==> src/design/periph_pkg.sv <==
// register map, request opcodes and bus widths
// shared by the router, the gpio block and the uart transmitter

package periph_pkg;

  // width of request write data and response read data
  localparam int DATA_W = 8;

  // led outputs and dip switch inputs
  localparam int LED_W = 8;
  localparam int SW_W  = 4;

  // register addresses seen by the host
  typedef enum logic [1:0] {
    // led output register, read/write/set/clear
    REG_LED       = 2'd0,
    // synchronized switches, read only
    REG_SW        = 2'd1,
    // uart transmit byte, write starts a frame
    REG_UART_DATA = 2'd2,
    // uart status, bit 0 is busy, read only
    REG_UART_STAT = 2'd3
  } reg_addr_e;

  // request opcodes
  typedef enum logic [1:0] {
    OP_READ  = 2'd0,
    OP_WRITE = 2'd1,
    // or the write data into the register
    OP_SET   = 2'd2,
    // and-not the write data out of the register
    OP_CLEAR = 2'd3
  } bus_op_e;

endpackage

==> src/design/uart_pkg.sv <==
// uart frame constants and transmitter state encoding

package uart_pkg;

  // 8n1 frame, data bits go out lsb first
  localparam int DATA_BITS = 8;

  // line levels of the framing bits
  localparam logic START_BIT = 1'b0;
  // stop bit level is also the idle level
  localparam logic STOP_BIT  = 1'b1;

  // transmitter fsm states
  typedef enum logic [1:0] {
    IDLE  = 2'd0,
    START = 2'd1,
    DATA  = 2'd2,
    STOP  = 2'd3
  } tx_state_e;

endpackage

==> src/design/reg_bus_if.sv <==
// register request/response channel between the router and one target
// host and target modports

interface reg_bus_if;

  // request channel, transfers when valid and ready are both high
  logic                          req_valid;
  logic                          req_ready;
  periph_pkg::bus_op_e           req_op;
  periph_pkg::reg_addr_e         req_addr;
  logic [periph_pkg::DATA_W-1:0] req_wdata;

  // response channel, one pulse per accepted request, no ready
  logic                          rsp_valid;
  logic [periph_pkg::DATA_W-1:0] rsp_rdata;

  // router side
  modport host (
    output req_valid, req_op, req_addr, req_wdata,
    input  req_ready, rsp_valid, rsp_rdata
  );

  // register block side
  modport target (
    input  req_valid, req_op, req_addr, req_wdata,
    output req_ready, rsp_valid, rsp_rdata
  );

endinterface

==> src/design/gpio_regs.sv <==
// gpio register block
// led register with write, set and clear
// two flop synchronizer on the dip switch inputs

module gpio_regs (
  input  logic                          clk,
  input  logic                          i_rst,
  reg_bus_if.target                     bus,
  input  logic [periph_pkg::SW_W-1:0]   i_sw,
  output logic [periph_pkg::LED_W-1:0]  o_led
);

  logic [periph_pkg::LED_W-1:0]  led_q;
  logic [periph_pkg::LED_W-1:0]  led_next;
  // switch synchronizer stages
  logic [periph_pkg::SW_W-1:0]   sw_meta_q;
  logic [periph_pkg::SW_W-1:0]   sw_sync_q;
  logic                          take;
  logic                          led_hit;
  logic                          rsp_valid_q;
  logic [periph_pkg::DATA_W-1:0] rsp_rdata_q;

  // register writes never stall
  assign bus.req_ready = 1'b1;
  assign take          = bus.req_valid && bus.req_ready;
  // router only sends set/clear to the led register
  assign led_hit       = take && (bus.req_addr == periph_pkg::REG_LED);

  // next led value for the accepted opcode
  always_comb begin
    led_next = led_q;
    if (led_hit) begin
      case (bus.req_op)
        periph_pkg::OP_WRITE: led_next = bus.req_wdata[periph_pkg::LED_W-1:0];
        periph_pkg::OP_SET:   led_next = led_q | bus.req_wdata[periph_pkg::LED_W-1:0];
        periph_pkg::OP_CLEAR: led_next = led_q & ~bus.req_wdata[periph_pkg::LED_W-1:0];
        default:              led_next = led_q;
      endcase
    end
  end

  always_ff @(posedge clk) begin
    if (i_rst) begin
      led_q       <= '0;
      rsp_valid_q <= 1'b0;
    end else begin
      led_q       <= led_next;
      // answer in the cycle after acceptance
      rsp_valid_q <= take;
    end
  end

  // switches are asynchronous to clk
  always_ff @(posedge clk) begin
    sw_meta_q <= i_sw;
    sw_sync_q <= sw_meta_q;
  end

  // read data, switches zero extended
  // writes return the updated led value
  always_ff @(posedge clk) begin
    rsp_rdata_q <= '0;
    if (bus.req_addr == periph_pkg::REG_SW) begin
      rsp_rdata_q[periph_pkg::SW_W-1:0] <= sw_sync_q;
    end else begin
      rsp_rdata_q[periph_pkg::LED_W-1:0] <= led_next;
    end
  end

  assign bus.rsp_valid = rsp_valid_q;
  assign bus.rsp_rdata = rsp_rdata_q;
  assign o_led         = led_q;

endmodule

==> src/design/uart_tx.sv <==
// 8n1 uart transmitter
// fsm with bit period counter and bit index
// busy status readable on the register bus

module uart_tx #(
  parameter int CLKS_PER_BIT = 16
) (
  input  logic      clk,
  input  logic      i_rst,
  reg_bus_if.target bus,
  output logic      o_uart_tx
);

  localparam int CNT_W = $clog2(CLKS_PER_BIT);
  localparam int IDX_W = $clog2(uart_pkg::DATA_BITS);

  uart_pkg::tx_state_e            state_q;
  // cycles spent in the current bit
  logic [CNT_W-1:0]               cnt_q;
  // data bit being sent
  logic [IDX_W-1:0]               idx_q;
  logic [uart_pkg::DATA_BITS-1:0] shift_q;
  logic                           tx_q;
  logic                           busy;
  logic                           take;
  logic                           load;
  logic                           bit_end;
  logic                           rsp_valid_q;
  logic [periph_pkg::DATA_W-1:0]  rsp_rdata_q;

  assign busy    = (state_q != uart_pkg::IDLE);
  // status reads still pass while a frame is going out
  assign bus.req_ready = !busy || (bus.req_op == periph_pkg::OP_READ);
  assign take    = bus.req_valid && bus.req_ready;
  // only reachable when idle since writes stall while busy
  assign load    = take && (bus.req_op == periph_pkg::OP_WRITE)
                 && (bus.req_addr == periph_pkg::REG_UART_DATA);
  assign bit_end = (cnt_q == CNT_W'(CLKS_PER_BIT - 1));

  always_ff @(posedge clk) begin
    if (i_rst) begin
      state_q <= uart_pkg::IDLE;
      cnt_q   <= '0;
      idx_q   <= '0;
      tx_q    <= uart_pkg::STOP_BIT;
    end else begin
      case (state_q)
        uart_pkg::IDLE: begin
          // start bit goes out the cycle after acceptance
          if (load) begin
            state_q <= uart_pkg::START;
            cnt_q   <= '0;
            tx_q    <= uart_pkg::START_BIT;
          end
        end
        uart_pkg::START: begin
          if (bit_end) begin
            state_q <= uart_pkg::DATA;
            cnt_q   <= '0;
            idx_q   <= '0;
            tx_q    <= shift_q[0];
          end else begin
            cnt_q <= cnt_q + 1'b1;
          end
        end
        uart_pkg::DATA: begin
          if (bit_end) begin
            cnt_q <= '0;
            if (idx_q == IDX_W'(uart_pkg::DATA_BITS - 1)) begin
              state_q <= uart_pkg::STOP;
              tx_q    <= uart_pkg::STOP_BIT;
            end else begin
              idx_q <= idx_q + 1'b1;
              tx_q  <= shift_q[0];
            end
          end else begin
            cnt_q <= cnt_q + 1'b1;
          end
        end
        uart_pkg::STOP: begin
          if (bit_end) begin
            state_q <= uart_pkg::IDLE;
            cnt_q   <= '0;
          end else begin
            cnt_q <= cnt_q + 1'b1;
          end
        end
        default: state_q <= uart_pkg::IDLE;
      endcase
    end
  end

  // lsb first so the next bit always sits in shift_q[0]
  always_ff @(posedge clk) begin
    if (load) begin
      shift_q <= bus.req_wdata[uart_pkg::DATA_BITS-1:0];
    end else if (bit_end && (state_q == uart_pkg::START || state_q == uart_pkg::DATA)) begin
      shift_q <= shift_q >> 1;
    end
  end

  always_ff @(posedge clk) begin
    if (i_rst) begin
      rsp_valid_q <= 1'b0;
    end else begin
      rsp_valid_q <= take;
    end
  end

  // status register holds busy in bit 0 and the data register reads as zero
  always_ff @(posedge clk) begin
    rsp_rdata_q <= '0;
    if (bus.req_addr == periph_pkg::REG_UART_STAT) begin
      rsp_rdata_q[0] <= busy;
    end
  end

  assign bus.rsp_valid = rsp_valid_q;
  assign bus.rsp_rdata = rsp_rdata_q;
  assign o_uart_tx     = tx_q;

  // line idles high
  a_idle_high: assert property (
    @(posedge clk) disable iff (i_rst)
    (state_q == uart_pkg::IDLE) |-> o_uart_tx
  );

endmodule

==> src/design/bus_router.sv <==
// request router between the host port and the gpio and uart blocks
// address decode, illegal op detection, hold until target ready
// registered response merge with error flag

module bus_router (
  input  logic                          clk,
  input  logic                          i_rst,
  input  logic                          i_req_valid,
  output logic                          o_req_ready,
  input  periph_pkg::bus_op_e           i_req_op,
  input  periph_pkg::reg_addr_e         i_req_addr,
  input  logic [periph_pkg::DATA_W-1:0] i_req_wdata,
  output logic                          o_rsp_valid,
  output logic [periph_pkg::DATA_W-1:0] o_rsp_rdata,
  output logic                          o_rsp_err,
  reg_bus_if.host                       gpio_bus,
  reg_bus_if.host                       uart_bus
);

  // request held for forwarding
  logic                          pend_q;
  // forwarded and waiting for the response merge
  logic                          wait_q;
  periph_pkg::bus_op_e           op_q;
  periph_pkg::reg_addr_e         addr_q;
  logic [periph_pkg::DATA_W-1:0] wdata_q;
  logic                          err_q;
  logic                          uart_sel_q;
  logic                          accept;
  logic                          illegal;
  logic                          uart_sel;
  logic                          fwd_ready;
  logic                          fwd_done;
  logic                          rsp_any;

  // one request in flight
  assign o_req_ready = !pend_q && !wait_q;
  assign accept      = i_req_valid && o_req_ready;

  // set/clear only on leds and no writes to switches or status
  assign illegal = (((i_req_op == periph_pkg::OP_SET) || (i_req_op == periph_pkg::OP_CLEAR))
                    && (i_req_addr != periph_pkg::REG_LED))
                 || ((i_req_op == periph_pkg::OP_WRITE)
                    && ((i_req_addr == periph_pkg::REG_SW)
                    || (i_req_addr == periph_pkg::REG_UART_STAT)));
  assign uart_sel = (i_req_addr == periph_pkg::REG_UART_DATA)
                 || (i_req_addr == periph_pkg::REG_UART_STAT);

  // errors are answered locally without a target handshake
  assign fwd_ready = err_q || (uart_sel_q ? uart_bus.req_ready : gpio_bus.req_ready);
  assign fwd_done  = pend_q && fwd_ready;
  assign rsp_any   = gpio_bus.rsp_valid || uart_bus.rsp_valid;

  always_ff @(posedge clk) begin
    if (i_rst) begin
      pend_q      <= 1'b0;
      wait_q      <= 1'b0;
      o_rsp_valid <= 1'b0;
      o_rsp_err   <= 1'b0;
    end else begin
      if (accept) begin
        pend_q <= 1'b1;
      end else if (fwd_done) begin
        pend_q <= 1'b0;
      end
      if (fwd_done) begin
        wait_q <= 1'b1;
      end else if (wait_q && (err_q || rsp_any)) begin
        wait_q <= 1'b0;
      end
      o_rsp_valid <= wait_q && (err_q || rsp_any);
      o_rsp_err   <= wait_q && err_q;
    end
  end

  // request capture and merged read data
  always_ff @(posedge clk) begin
    if (accept) begin
      op_q       <= i_req_op;
      addr_q     <= i_req_addr;
      wdata_q    <= i_req_wdata;
      err_q      <= illegal;
      uart_sel_q <= uart_sel;
    end
    if (err_q || !rsp_any) begin
      o_rsp_rdata <= '0;
    end else begin
      o_rsp_rdata <= uart_bus.rsp_valid ? uart_bus.rsp_rdata : gpio_bus.rsp_rdata;
    end
  end

  // payload goes to both but valid only to the selected one
  assign gpio_bus.req_valid = pend_q && !err_q && !uart_sel_q;
  assign gpio_bus.req_op    = op_q;
  assign gpio_bus.req_addr  = addr_q;
  assign gpio_bus.req_wdata = wdata_q;
  assign uart_bus.req_valid = pend_q && !err_q && uart_sel_q;
  assign uart_bus.req_op    = op_q;
  assign uart_bus.req_addr  = addr_q;
  assign uart_bus.req_wdata = wdata_q;

  // a request only ever reaches one block
  a_one_rsp: assert property (
    @(posedge clk) disable iff (i_rst)
    !(gpio_bus.rsp_valid && uart_bus.rsp_valid)
  );

  // host port reopens only together with the response of the outstanding request
  a_outstanding: assert property (
    @(posedge clk) disable iff (i_rst)
    $rose(o_req_ready) |-> o_rsp_valid
  );

endmodule

==> src/design/periph_top.sv <==
// peripheral subsystem top level
// host register port, router, gpio block and uart transmitter

module periph_top #(
  parameter int CLKS_PER_BIT = 16
) (
  input  logic                          clk,
  input  logic                          i_rst,
  // host request channel
  input  logic                          i_req_valid,
  output logic                          o_req_ready,
  input  periph_pkg::bus_op_e           i_req_op,
  input  periph_pkg::reg_addr_e         i_req_addr,
  input  logic [periph_pkg::DATA_W-1:0] i_req_wdata,
  // host response channel, always accepted
  output logic                          o_rsp_valid,
  output logic [periph_pkg::DATA_W-1:0] o_rsp_rdata,
  output logic                          o_rsp_err,
  // board pins
  input  logic [periph_pkg::SW_W-1:0]   i_sw,
  output logic [periph_pkg::LED_W-1:0]  o_led,
  output logic                          o_uart_tx
);

  // router to gpio block
  reg_bus_if bus_gpio ();
  // router to uart transmitter
  reg_bus_if bus_uart ();

  // decode, error check and response merge
  bus_router i_bus_router (
    .clk         (clk),
    .i_rst       (i_rst),
    .i_req_valid (i_req_valid),
    .o_req_ready (o_req_ready),
    .i_req_op    (i_req_op),
    .i_req_addr  (i_req_addr),
    .i_req_wdata (i_req_wdata),
    .o_rsp_valid (o_rsp_valid),
    .o_rsp_rdata (o_rsp_rdata),
    .o_rsp_err   (o_rsp_err),
    .gpio_bus    (bus_gpio),
    .uart_bus    (bus_uart)
  );

  // leds and switches
  gpio_regs i_gpio_regs (
    .clk   (clk),
    .i_rst (i_rst),
    .bus   (bus_gpio),
    .i_sw  (i_sw),
    .o_led (o_led)
  );

  // serial output, bit rate set by CLKS_PER_BIT
  uart_tx #(
    .CLKS_PER_BIT (CLKS_PER_BIT)
  ) i_uart_tx (
    .clk       (clk),
    .i_rst     (i_rst),
    .bus       (bus_uart),
    .o_uart_tx (o_uart_tx)
  );

endmodule

==> config.mk <==
export PLATFORM = sky130hd
export DESIGN_NAME = periph_top
export DESIGN_NICKNAME = d
export VERILOG_FILES = /design/src/design/periph_pkg.sv /design/src/design/uart_pkg.sv /design/src/design/reg_bus_if.sv /design/src/design/gpio_regs.sv /design/src/design/uart_tx.sv /design/src/design/bus_router.sv /design/src/design/periph_top.sv
export SDC_FILE = /design/constraint.sdc
export NUM_CORES = 1
export LEC_CHECK = 0
export BUFFER_PORTS_ARGS = -buffer_cell sky130_fd_sc_hd__buf_2
export CORE_UTILIZATION = 50
export DETAILED_ROUTE_END_ITERATION = 8
export PLACE_DENSITY = 0.79
export SETUP_SLACK_MARGIN = 0.1
export SLEW_MARGIN = 20
export SYNTH_ARGS = -nofsm -noshare
export SYNTH_HDL_FRONTEND = slang
export SYNTH_SLANG_ARGS = --single-unit
==> constraint.sdc <==
create_clock -name clk -period 1.7 [get_ports clk]
set_input_delay 0 -clock clk [delete_from_list [all_inputs] [get_ports clk]]
set_output_delay 0 -clock clk [all_outputs]
set_load 0.05 [all_outputs]
# After elaboration in Yosys (flattened, before gate mapping)

Index checks and enable logic that the tools add are counted.

Add/subtract/negate cells: 2
Equal/unequal tests: 23
Mux-type cells: 29
Bitwise operators: 3
Reduce and logical (&&, ||, !) cells: 46

Operators with widths:

| kind                                                                    | number |
|---|---|
| 8-bit two-way mux                                                       | 3 |
| 8-bit case mux with 3 select lines                                      | 1 |
| 2-bit equality test, second input constant                              | 10 |
| 1-bit logical AND                                                       | 15 |
| 4-bit two-way mux                                                       | 3 |
| 2-bit nonzero test                                                      | 6 |
| 2-bit by 1-bit equality test with 1-bit output, second input constant   | 5 |
| 1-bit logical OR                                                        | 10 |
| 1-bit two-way mux                                                       | 10 |
| 2-bit two-way mux                                                       | 5 |
| 2-bit by 1-bit inequality test with 1-bit output, second input constant | 5 |
| 3-bit two-way mux                                                       | 3 |
| 8-bit bitwise AND                                                       | 1 |
| 8-bit inverter                                                          | 1 |
| 8-bit bitwise OR                                                        | 1 |
| 2-bit case mux with 4 select lines                                      | 1 |
| 4-bit case mux with 2 select lines                                      | 1 |
| 4-bit AND reduction                                                     | 2 |
| 1-bit zero test                                                         | 6 |
| 2-bit zero test                                                         | 3 |
| 3-bit case mux with 2 select lines                                      | 1 |
| 5-bit AND reduction                                                     | 1 |
| 4-bit by 1-bit adder with 4-bit output, second input constant           | 1 |
| 4-bit equality test, second input constant                              | 1 |
| other kinds (7)                                                         | 7 |

Flip-flop bits (word level): 71
Input bits: 19
Output and inout bits: 20
Logic and storage cells: 127

# Longest topological paths before layout

Gate-level depths: netlist of run 1.

Word-level depth: 8
Gate-level depth with buffers: 7

# Cells and area by module

Synthesis of run 1 repeated with hierarchy kept, for this count alone.

Cell total of the unflattened synthesis: 308
Area total of the unflattened synthesis: 3,246.9 sq um

By module, submodules not included:

| module     | instances | cells each | area an instance (sq um) |
|---|---|---|---|
| uart_tx    | 1         | 113        | 1,141.1 |
| gpio_regs  | 1         | 111        | 1,081.0 |
| bus_router | 1         | 84         | 1,024.7 |

# Least setup slack after synthesis of run 1

Ideal clock, no wire load.

Path kind: register -> register
Start point: reg i_bus_router.pend_q
End point: reg i_bus_router.err_q, enable pin
Setup time: 0.371 ns
Data arrival time: 1.549 ns
Required time: 1.329 ns
Setup slack: -0.220 ns
Stages on the path, launching flop included: 3
Cells stage by stage: dfxtp_1 > nor2_1 > and2_1

Longest elaborated chain between the ends: 3

Ends and longest elaborated chain:

| what                    | RTL line         | text |
|---|---|---|
| from (decl)             | bus_router.sv:21 | `logic pend_q;` |
| from (signal assigned)  | bus_router.sv:56 | `pend_q <= 1'b0;` |
| from (signal assigned)  | bus_router.sv:62 | `pend_q <= 1'b1;` |
| from (signal assigned)  | bus_router.sv:64 | `pend_q <= 1'b0;` |
| 1-bit zero test         | bus_router.sv:37 | `assign o_req_ready = !pend_q && !wait_q;` |
| 1-bit logical AND       | bus_router.sv:37 |  |
| via o_req_ready         | periph_top.sv:11 | `output logic o_req_ready,` |
| 1-bit logical AND       | bus_router.sv:38 | `assign accept = i_req_valid && o_req_ready;` |
| via i_bus_router.accept | bus_router.sv:29 | `logic accept;` |
| to (signal assigned)    | bus_router.sv:82 | `err_q <= illegal;` |
| to (decl)               | bus_router.sv:27 | `logic err_q;` |

The timed path passes the listed nets, and every way through them passes these cells.
A chain may end at the register's enable or synchronous reset.

# Worst setup path in the final report of run 1

Start point: reg i_bus_router.err_q
End point: reg i_uart_tx.cnt_q[0]

Longest elaborated chain between the ends: 7

Ends and longest elaborated chain:

| what                                                       | RTL line         | text |
|---|---|---|
| 1-bit zero test                                            | bus_router.sv:97 | `assign uart_bus.req_valid = pend_q && !err_q && uart_sel_q;` |
| 1-bit logical AND (2 in series)                            | bus_router.sv:97 |  |
| 1-bit logical AND                                          | uart_tx.sv:34    | `assign take = bus.req_valid && bus.req_ready;` |
| 1-bit logical AND                                          | uart_tx.sv:36    | `assign load = take && (bus.req_op == periph_pkg::OP_WRITE)` |
| 1-bit logical AND                                          | uart_tx.sv:37    | `&& (bus.req_addr == periph_pkg::REG_UART_DATA);` |
| 2-bit by 1-bit inequality test with 1-bit output (no line) | -                |  |
| to (signal assigned)                                       | uart_tx.sv:63    | `cnt_q <= cnt_q + 1'b1;` |
| to (signal assigned)                                       | uart_tx.sv:77    | `cnt_q <= cnt_q + 1'b1;` |
| to (signal assigned)                                       | uart_tx.sv:85    | `cnt_q <= cnt_q + 1'b1;` |
| to (decl)                                                  | uart_tx.sv:19    | `logic [CNT_W-1:0] cnt_q;` |

No other way between the ends.

==> results.toml, run 1 <==
[outcome]
status = "complete, but fails checks"
violations = "negative setup slack"

[drt]
wire_per_inst_um = 14.2
firstDrtPassIters = 4
via_count = 2004
viasPerCell = 5.26
drtIter0Drc = 91
routed_wl_mm = 5.40
ant_nets = 0
drc = 0

[clock_tree]
cts.path.max_buffers = 2
numClockSinks = 71
cts_root_buf = "clkbuf_8"
cts_made_buffers = 9
cts.clk_slew.worst_paths_ps = 80
clk_latency_ps = 350
htree_levels = 3
cts_tree = "built"

[setup_path]
cp-end-kind = "flip-flop"
worstPathArrival_ps = 2040
cp_max_fo = 4
critical_path.cell_chain = "nand3b_4 > buf_4 > o41a_1 > or4_1 > a21oi_1"
max_stage_delay_ps = 430
reg2reg_slack_ps = -60
setup.worst_path.class = "reg -> reg"
critPathSlowestCell = "or4_1"
worst_ep_required_time_ps = 1970
crit_path_start_kind = "flip-flop"

[global_route]
grt_pass1_wl_mm = 8.37
grt_pass1_vias = 1896
antenna_found_initial = 0
grt_max_degree = 22
grt.overflow.total = 0
track_usage_pct = 20.9

[floorplan]
die_w_um = 74.4
die-height_um = 74.4
die_area_sq_um = 5540
io_pins = 39
start_util_pct = 51.7
rows = 26
core_area_sq_um = 5070

[logic_synthesis]
synthArstFlopShare_pct = 0
netlist_instances = 229
ys_seq_area_share_pct = 62.6
synth_most_common_cell = "dfxtp_1"
ys_seq_elements = 71
synth_edf_count = 22
yosysTopAreaCell = "dfxtp_1"
synth_area_sq_um = 2620
synthFlopType = "dfxtp_1"
postSynthAreaPerCell_sq_um = 11.5
synth_commonest_cells = "49 x dfxtp_1, 33 x nor2_1, 22 x edfxtp_1, 19 x nand2_1, 16 x a21oi_1"
synth.distinct_cells = 40
synth_area_leaders = "dfxtp_1 37%, edfxtp_1 25%, nor2_1 4.7%"
post-synth-top-area-fraction_pct = 37.4
syn_nets = 256
yosysWarningCount = 0

[sta]
fin_ws_ps = -65.0
slew_viol_final = 0
min_period_ps = 1760
fin_crit_sh_pct = 104
final-setup-viol-count = 1
relSlewSlack_pct = 70.8
worstMarginPinSlew_ps = 438
rsz0062_at_grt = "yes"
hold_viol = 0
finClkSkew_ps = 11.1
fin_hold_ws_ps = 76.9
fmax_mhz = 567

[power_and_ir_drop]
vdd_drop_max_v = 0.000633
power_density_nw_per_um2 = 1040
leakage_uw = 0.00142

[finish]
final.fill_count = 368
antenna_cells = 0
layout-drive-gt1-share_pct = 34.1
synthToLayoutAreaGrowth_pct = 33.1
fin_nets = 333

[flow_run]
cap_viol_max_count = 0

[place]
place_ws_ps = -2.07
place_congestion = 0.781
place_hpwl_mm = 3.30
port_buffers = 38

[worst_hold_path]
hp-class = "in -> reg"
-- critical path: cells and delay by family (launching register included) --
| family | cells | cell delay (ps) |
|---|---|---|
| AND/OR/NAND/NOR | 2 | 620 |
| AO/OA/AOI/OAI | 2 | 520 |
| flip-flops | 1 | 390 |
| buffers and inverters | 1 | 150 |
-- metal layers --
| layer | track usage (%) | vias to the layer above | share of wire, % |
|---|---|---|---|
| li1 | - | 979 | - |
| met1 | 24.5 | 949 | 42 |
| met2 | 33.9 | 60 | 50 |
| met3 | 6.50 | 16 | 5.1 |
| met4 | 12.2 | 0 | 2.5 |
| met5 | 0 | - | 0 |
-- flip-flops by register name (all words and copies together), names as in the netlist, 3 cells and up --
signal,cells
i_gpio_regs.o_led,8
i_gpio_regs.sw_meta_q,4
i_bus_router.gpio_bus.req_wdata,8
i_gpio_regs.bus.rsp_rdata,8
i_uart_tx.idx_q,3
i_uart_tx.shift_q,8
i_uart_tx.cnt_q,4
i_bus_router.o_rsp_rdata,8
i_gpio_regs.sw_sync_q,4
-- final timing paths --
check / from / end / cells past startpoint
min reg2reg: i_gpio_regs.sw_meta_q[2] / i_gpio_regs.sw_sync_q[2] / 0
max reg2reg: i_bus_router.err_q / i_uart_tx.cnt_q[0] / 5
max: i_bus_router.err_q / i_uart_tx.cnt_q[0] / 5
min: i_rst / i_gpio_regs.o_led[5] / 2
-- report_power, final --
group | internal, uW | switching, uW | total [uW]
logic | 164 | 211 | 375
clock network | 769 | 639 | 1410
registers | 1810 | 39.4 | 1850
-- cell usage in the layout, fill, tap and decap left out, types with 4 or more instances in the layout --
master | Yosys | routed
a21oi_1 | 16 | 14
a22oi_1 | 8 | 4
a22oi_2 | 0 | 4
and2_1 | 9 | 8
buf_2 | 1 | 38
buf_4 | 0 | 18
clkbuf_8 | 0 | 9
dfxtp_1 | 49 | 47
dlygate4sd3_1 | 0 | 16
edfxtp_1 | 22 | 22
ha_1 | 8 | 7
inv_1 | 6 | 6
mux2_2 | 7 | 7
nand2_1 | 19 | 18
nor2_1 | 33 | 31
o2111ai_1 | 8 | 8
o21ai_0 | 4 | 4
-- stage by stage --
| stage | cells | total power, uW | area (sq um) | TNS [ps] | utilization, % |
|---|---|---|---|---|---|
| finish | 381 | 3630 | 3490 | -65.0 | 68.8 |
| CTS | 378 | 3600 | 3420 | 0 | 67.4 |
| detailed placement | 341 | 2170 | 2970 | -2.07 | 58.5 |
| floorplan | 229 | 2070 | 2640 | -289 | - |
| global route | 381 | 3750 | 3490 | -330 | 68.8 |
| global placement | 341 | 2150 | 2970 | 0 | 58.5 |
-- cell type report --
| class | instances | area, sq um | share of cell area [%] |
|---|---|---|---|
| Inverter | 6 | 22.5 | 0.645 |
| Clock inverter | 6 | 63.8 | 1.83 |
| Tap cell | 70 | 87.6 | 2.51 |
| Sequential cell | 71 | 1640 | 47.1 |
| Multi-Input combinational cell | 144 | 1020 | 29.1 |
| Timing Repair Buffer | 74 | 508 | 14.5 |
| Clock buffer | 10 | 149 | 4.26 |
-- cell families (layout without fill, tap and decap cells) --
family,count (synthesis),count (layout),synth area share (%)
AND/OR/NAND/NOR,85,85,16.8
flip-flops,71,71,62.6
AO/OA/AOI/OAI,41,42,10.6
buffers and inverters,15,96,2.48
multiplexers,9,9,3.77
adder cells (fa/ha/maj),8,8,3.82
-- what timing repair did --
action                                  CTS  global route
pin swaps                                 2             5
gates resized for setup                   9            13
setup buffers                             4             3
hold buffers                             16             0
endpoints found under the setup margin   17            38
endpoints found under the hold margin    18             0
cloned                                    1             0
Power figures use the tool's default switching activity.
==> inputs of run 2 (changes only) <==
--- a/config.mk
+++ b/config.mk
@@ -8,7 +8,7 @@
 export BUFFER_PORTS_ARGS = -buffer_cell sky130_fd_sc_hd__buf_2
 export CORE_UTILIZATION = 50
 export DETAILED_ROUTE_END_ITERATION = 8
-export PLACE_DENSITY = 0.79
+export PLACE_DENSITY = 0.74
 export SETUP_SLACK_MARGIN = 0.1
 export SLEW_MARGIN = 20
 export SYNTH_ARGS = -nofsm -noshare
==> results.toml, run 2 (synthesis gave the netlist of run 1 again) <==
[outcome]
status = "finished clean"

[finish]
final_cell_mix = "49 x dfxtp_1, 38 x buf_2, 32 x nor2_1"
layout-drive-gt1-share_pct = 31.0
finalInstanceArea_sq_um = 3360
antenna_cells = 0
synthToLayoutAreaGrowth_pct = 28.1
fin_nets = 325
fin_util_pct = 66.2
layout_commonest_cell = "dfxtp_1"

[clock_tree]
clk_latency_ps = 340
cts_made_buffers = 9
cts_tree = "built"
numClockSinks = 71
cts_root_buf = "clkbuf_8"
cts.path.max_buffers = 2
htree_levels = 3
cts.clk_slew.worst_paths_ps = 80

[floorplan]
core_area_sq_um = 5070
io_pins = 39
start_util_pct = 51.7
die_w_um = 74.4
die-height_um = 74.4
rows = 26
die_area_sq_um = 5540

[drt]
ant_nets = 0
wl_met1_mm = 2.15
routed.top_layer = "met4"
firstDrtPassIters = 4
wl_met3_um = 166
wire_per_inst_um = 13.9
drtIter0Drc = 67
viasPerCell = 5.18
wl_met2_mm = 2.82
via_count = 1932
routed_wl_mm = 5.18
drc = 0

[setup_path]
r2r_start = "i_bus_router.err_q"
cp_max_fo = 7
r2r_cells = 4
startpoint = "i_bus_router.err_q"
setup.worst_path.class = "reg -> reg"
crit_path_start_kind = "flip-flop"
cp-end-kind = "flip-flop"
rr_endpoint = "i_uart_tx.cnt_q[2]"
reg2reg_slack_ps = 3
endpoint = "i_uart_tx.cnt_q[2]"
worstPathArrival_ps = 1970
worst_ep_required_time_ps = 1980

[global_route]
grt_max_degree = 22
grt.overflow.total = 0
grt_pass1_wl_mm = 8.29
track_usage_pct = 20.6
grt_pass1_vias = 1822
antenna_found_initial = 0

[worst_hold_path]
hp-class = "in -> reg"
hold_start = "i_rst"

[power_and_ir_drop]
power_density_nw_per_um2 = 1000
vdd_drop_max_v = 0.00128
leakage_uw = 0.00136

[sta]
finClkSkew_ps = 7.80
fmax_mhz = 589
slew_viol_final = 0
worstMarginPinSlew_ps = 433
fin_hold_ws_ps = 73.1
relSlewSlack_pct = 71.1
fin_ws_ps = 3.18
fin_setup_tns_ps = 0
hold_viol = 0
final-setup-viol-count = 0
min_period_ps = 1700
fin_crit_sh_pct = 99.8
rsz0062_at_grt = "yes"

[place]
place_hpwl_mm = 3.24
port_buffers = 38
place_congestion = 0.740
place_ws_ps = 21.3
placed_area_sq_um = 2960

[flow_run]
cap_viol_max_count = 0
[run 2: power by group]
group	switching, uW	total, uW	leakage [uW]	internal, uW
registers	41.6	1850	0.000603	1810
clock network	662	1210	0.0000866	543
logic	187	320	0.000674	133
[run 2: worst min path at each step]
stage | endpoint | slack, ps | cells past startpoint
finish | i_gpio_regs.o_led[7] | 70 | 2
global route | i_gpio_regs.o_led[2] | 70 | 2
CTS | i_gpio_regs.o_led[7] | 50 | 2
detailed placement | i_gpio_regs.sw_meta_q[3] | 100 | 1
global placement | i_gpio_regs.sw_meta_q[2] | 100 | 1
floorplan | i_gpio_regs.sw_meta_q[0] | 30 | 0
[run 2: through the flow]
step | instances | total power [uW]
finish | 373 | 3370
global route | 373 | 3520
CTS | 373 | 3380
detailed placement | 340 | 2160
global placement | 340 | 2150
floorplan | 229 | 2070
[run 2: repair_timing]
item,in CTS,in global routing
resized for setup,6,6
endpoints found under the hold margin,18,0
pin swaps,1,0
setup endpoints to repair,19,39
buffers inserted,1,0
hold buffers,16,0
[run 2: area by class of cell]
type | instances | area, sq um
fill | 405 | 1710
sequential | 71 | 1640
clock buffer | 9 | 124
tap | 70 | 87.6
inverter | 6 | 22.5
clock inverter | 7 | 55.1
multi-input combinational | 143 | 983
timing repair buffer | 67 | 448
[run 2: per-layer routing]
layer / vias up / global-route usage (%)
li1: 957 / -
met2: 44 / 35.2
met3: 4 / 5.69
met4: 0 / 8.39
met1: 927 / 24.5
met5: - / 0
[run 2: worst max-delay path: stages (launching register included)]
cell and delay [ps]:
edfxtp_1 410, nand3b_4 190, o41a_1 430, or4b_1 490, a21oi_1 130
==> inputs of run 3 (changes only) <==
--- a/config.mk
+++ b/config.mk
@@ -9,6 +9,7 @@
 export CORE_UTILIZATION = 50
 export DETAILED_ROUTE_END_ITERATION = 8
 export PLACE_DENSITY = 0.74
+export RECOVER_POWER = 100
 export SETUP_SLACK_MARGIN = 0.1
 export SLEW_MARGIN = 20
 export SYNTH_ARGS = -nofsm -noshare
==> results.toml, run 3 (synthesis gave the netlist of run 1 again) <==
[sta]
slew_viol_final = 0
finClkSkew_ps = 7.96
fin_hold_ws_ps = 72.0
relSlewSlack_pct = 55.5
rsz0062_at_grt = "yes"
fmax_mhz = 590
fin_setup_tns_ps = 0
fin_crit_sh_pct = 99.8
min_period_ps = 1700
worstMarginPinSlew_ps = 668
hold_viol = 0
final-setup-viol-count = 0

[floorplan]
die-height_um = 74.4
start_util_pct = 51.7
die_area_sq_um = 5540
io_pins = 39
core_area_sq_um = 5070
rows = 26
die_w_um = 74.4

[global_route]
grt.overflow.total = 0
grt_pass1_wl_mm = 8.29
antenna_found_initial = 0
grt_max_degree = 22
grt_pass1_vias = 1822
track_usage_pct = 20.6

[clock_tree]
cts.path.max_buffers = 2
htree_levels = 3
clk_latency_ps = 340
cts_made_buffers = 9
cts_tree = "built"
cts_root_buf = "clkbuf_8"
numClockSinks = 71
cts.clk_slew.worst_paths_ps = 80

[finish]
synthToLayoutAreaGrowth_pct = 25.7
layout-drive-gt1-share_pct = 21.5
final.fill_count = 424
antenna_cells = 0
fin_nets = 325
seq_area_sq_um = 1640
final_cells = 373
multiInputGateArea_sq_um = 957
final_cell_mix = "49 x dfxtp_1, 33 x nor2_1, 24 x clkbuf_1"
layout_commonest_cell = "dfxtp_1"
fin_util_pct = 65.0

[place]
port_buffers = 38
place_congestion = 0.740
place_hpwl_mm = 3.24
dp.cells = 340

[setup_path]
worst_ep_required_time_ps = 1980
setup.worst_path.class = "reg -> reg"
crit_path_start_kind = "flip-flop"
cp_max_fo = 7
cp-end-kind = "flip-flop"
worstPathArrival_ps = 1970

[drt]
firstDrtPassIters = 4
drtIter0Drc = 59
via_count = 1914
ant_nets = 0
viasPerCell = 5.13
wire_per_inst_um = 13.9
routed_wl_mm = 5.19
drc = 0

[power_and_ir_drop]
seq_power_share_pct = 54.9
vdd_drop_max_v = 0.00129
p_switching_uw = 889
leakage_uw = 0.00126
power.share.clock_pct = 35.9
power_density_nw_per_um2 = 1020
netSwitchingFraction_pct = 26.4
power.internal_uw = 2470
p_comb_share_pct = 9.2

[outcome]
status = "finished clean"

[worst_hold_path]
hp-class = "in -> reg"

[flow_run]
cap_viol_max_count = 0
## run 3: cell types whose count changed in the layout (fill, tap and decap cells not counted), moves of 2 or more
cell      before  now
a22oi_1        2    4
a22oi_2        6    4
and2_0         0    4
and2_1         8    5
buf_2         38   16
buf_4         13   10
clkbuf_1       0   24
## run 3: final cells by class
class / instances / area share [%]
clock buffer: 9 / 3.76
inverter: 6 / 0.683
multi-input combinational: 143 / 29.0
clock inverter: 7 / 1.67
tap: 70 / 2.66
timing repair buffer: 67 / 12.4
sequential: 71 / 49.8
## run 3: per-stage QoR
step           instance area, sq um  worst slack, ps  power (uW)
2_1_floorplan                  2640            -43.6        2070
3_3_place_gp                   2960             63.7        2150
3_5_place_dp                   2960             21.3        2160
4_1_cts                        3340             22.1        3380
5_1_grt                        3300            -76.5        3500
6_report                       3300             3.87        3360
## run 3: repair_timing
| item | CTS | global route |
|---|---|---|
| endpoints found under the setup margin | 19 | 39 |
| hold buffers | 16 | 0 |
| setup buffers | 1 | 0 |
| pin swaps | 1 | 0 |
| resized for setup | 6 | 6 |
| endpoints found under the hold margin | 18 | 0 |
## run 3: final timing paths
kind	start	to	slack, ps	cells past startpoint
setup / recovery	i_bus_router.err_q	i_uart_tx.cnt_q[2]	4	4
hold / removal	i_rst	i_gpio_regs.o_led[0]	70	2
setup reg to reg	i_bus_router.err_q	i_uart_tx.cnt_q[2]	4	4
hold reg to reg	i_gpio_regs.sw_meta_q[3]	i_gpio_regs.sw_sync_q[3]	330	0
## run 3: power groups by stage
stage,clock network [uW],logic [uW],registers [uW]
detailed placement,0,275,1880
floorplan,0,165,1900
global placement,0,271,1880
CTS,1230,306,1850
finish,1210,308,1850
global route,1310,338,1860
## run 3: layer usage
metal | vias up | routed length (um) | global-route usage [%]
met3 | 5 | 159 | 5.69
met4 | 0 | 45 | 8.39
li1 | 958 | - | -
met2 | 40 | 2800 | 35.2
met5 | - | 0 | 0
met1 | 911 | 2180 | 24.5
## run 3: worst max-delay path, cell delays in order (launching register included)
cell and delay (ps):
edfxtp_1 410, nand3b_4 190, o41a_1 430, or4b_1 490, a21oi_1 130
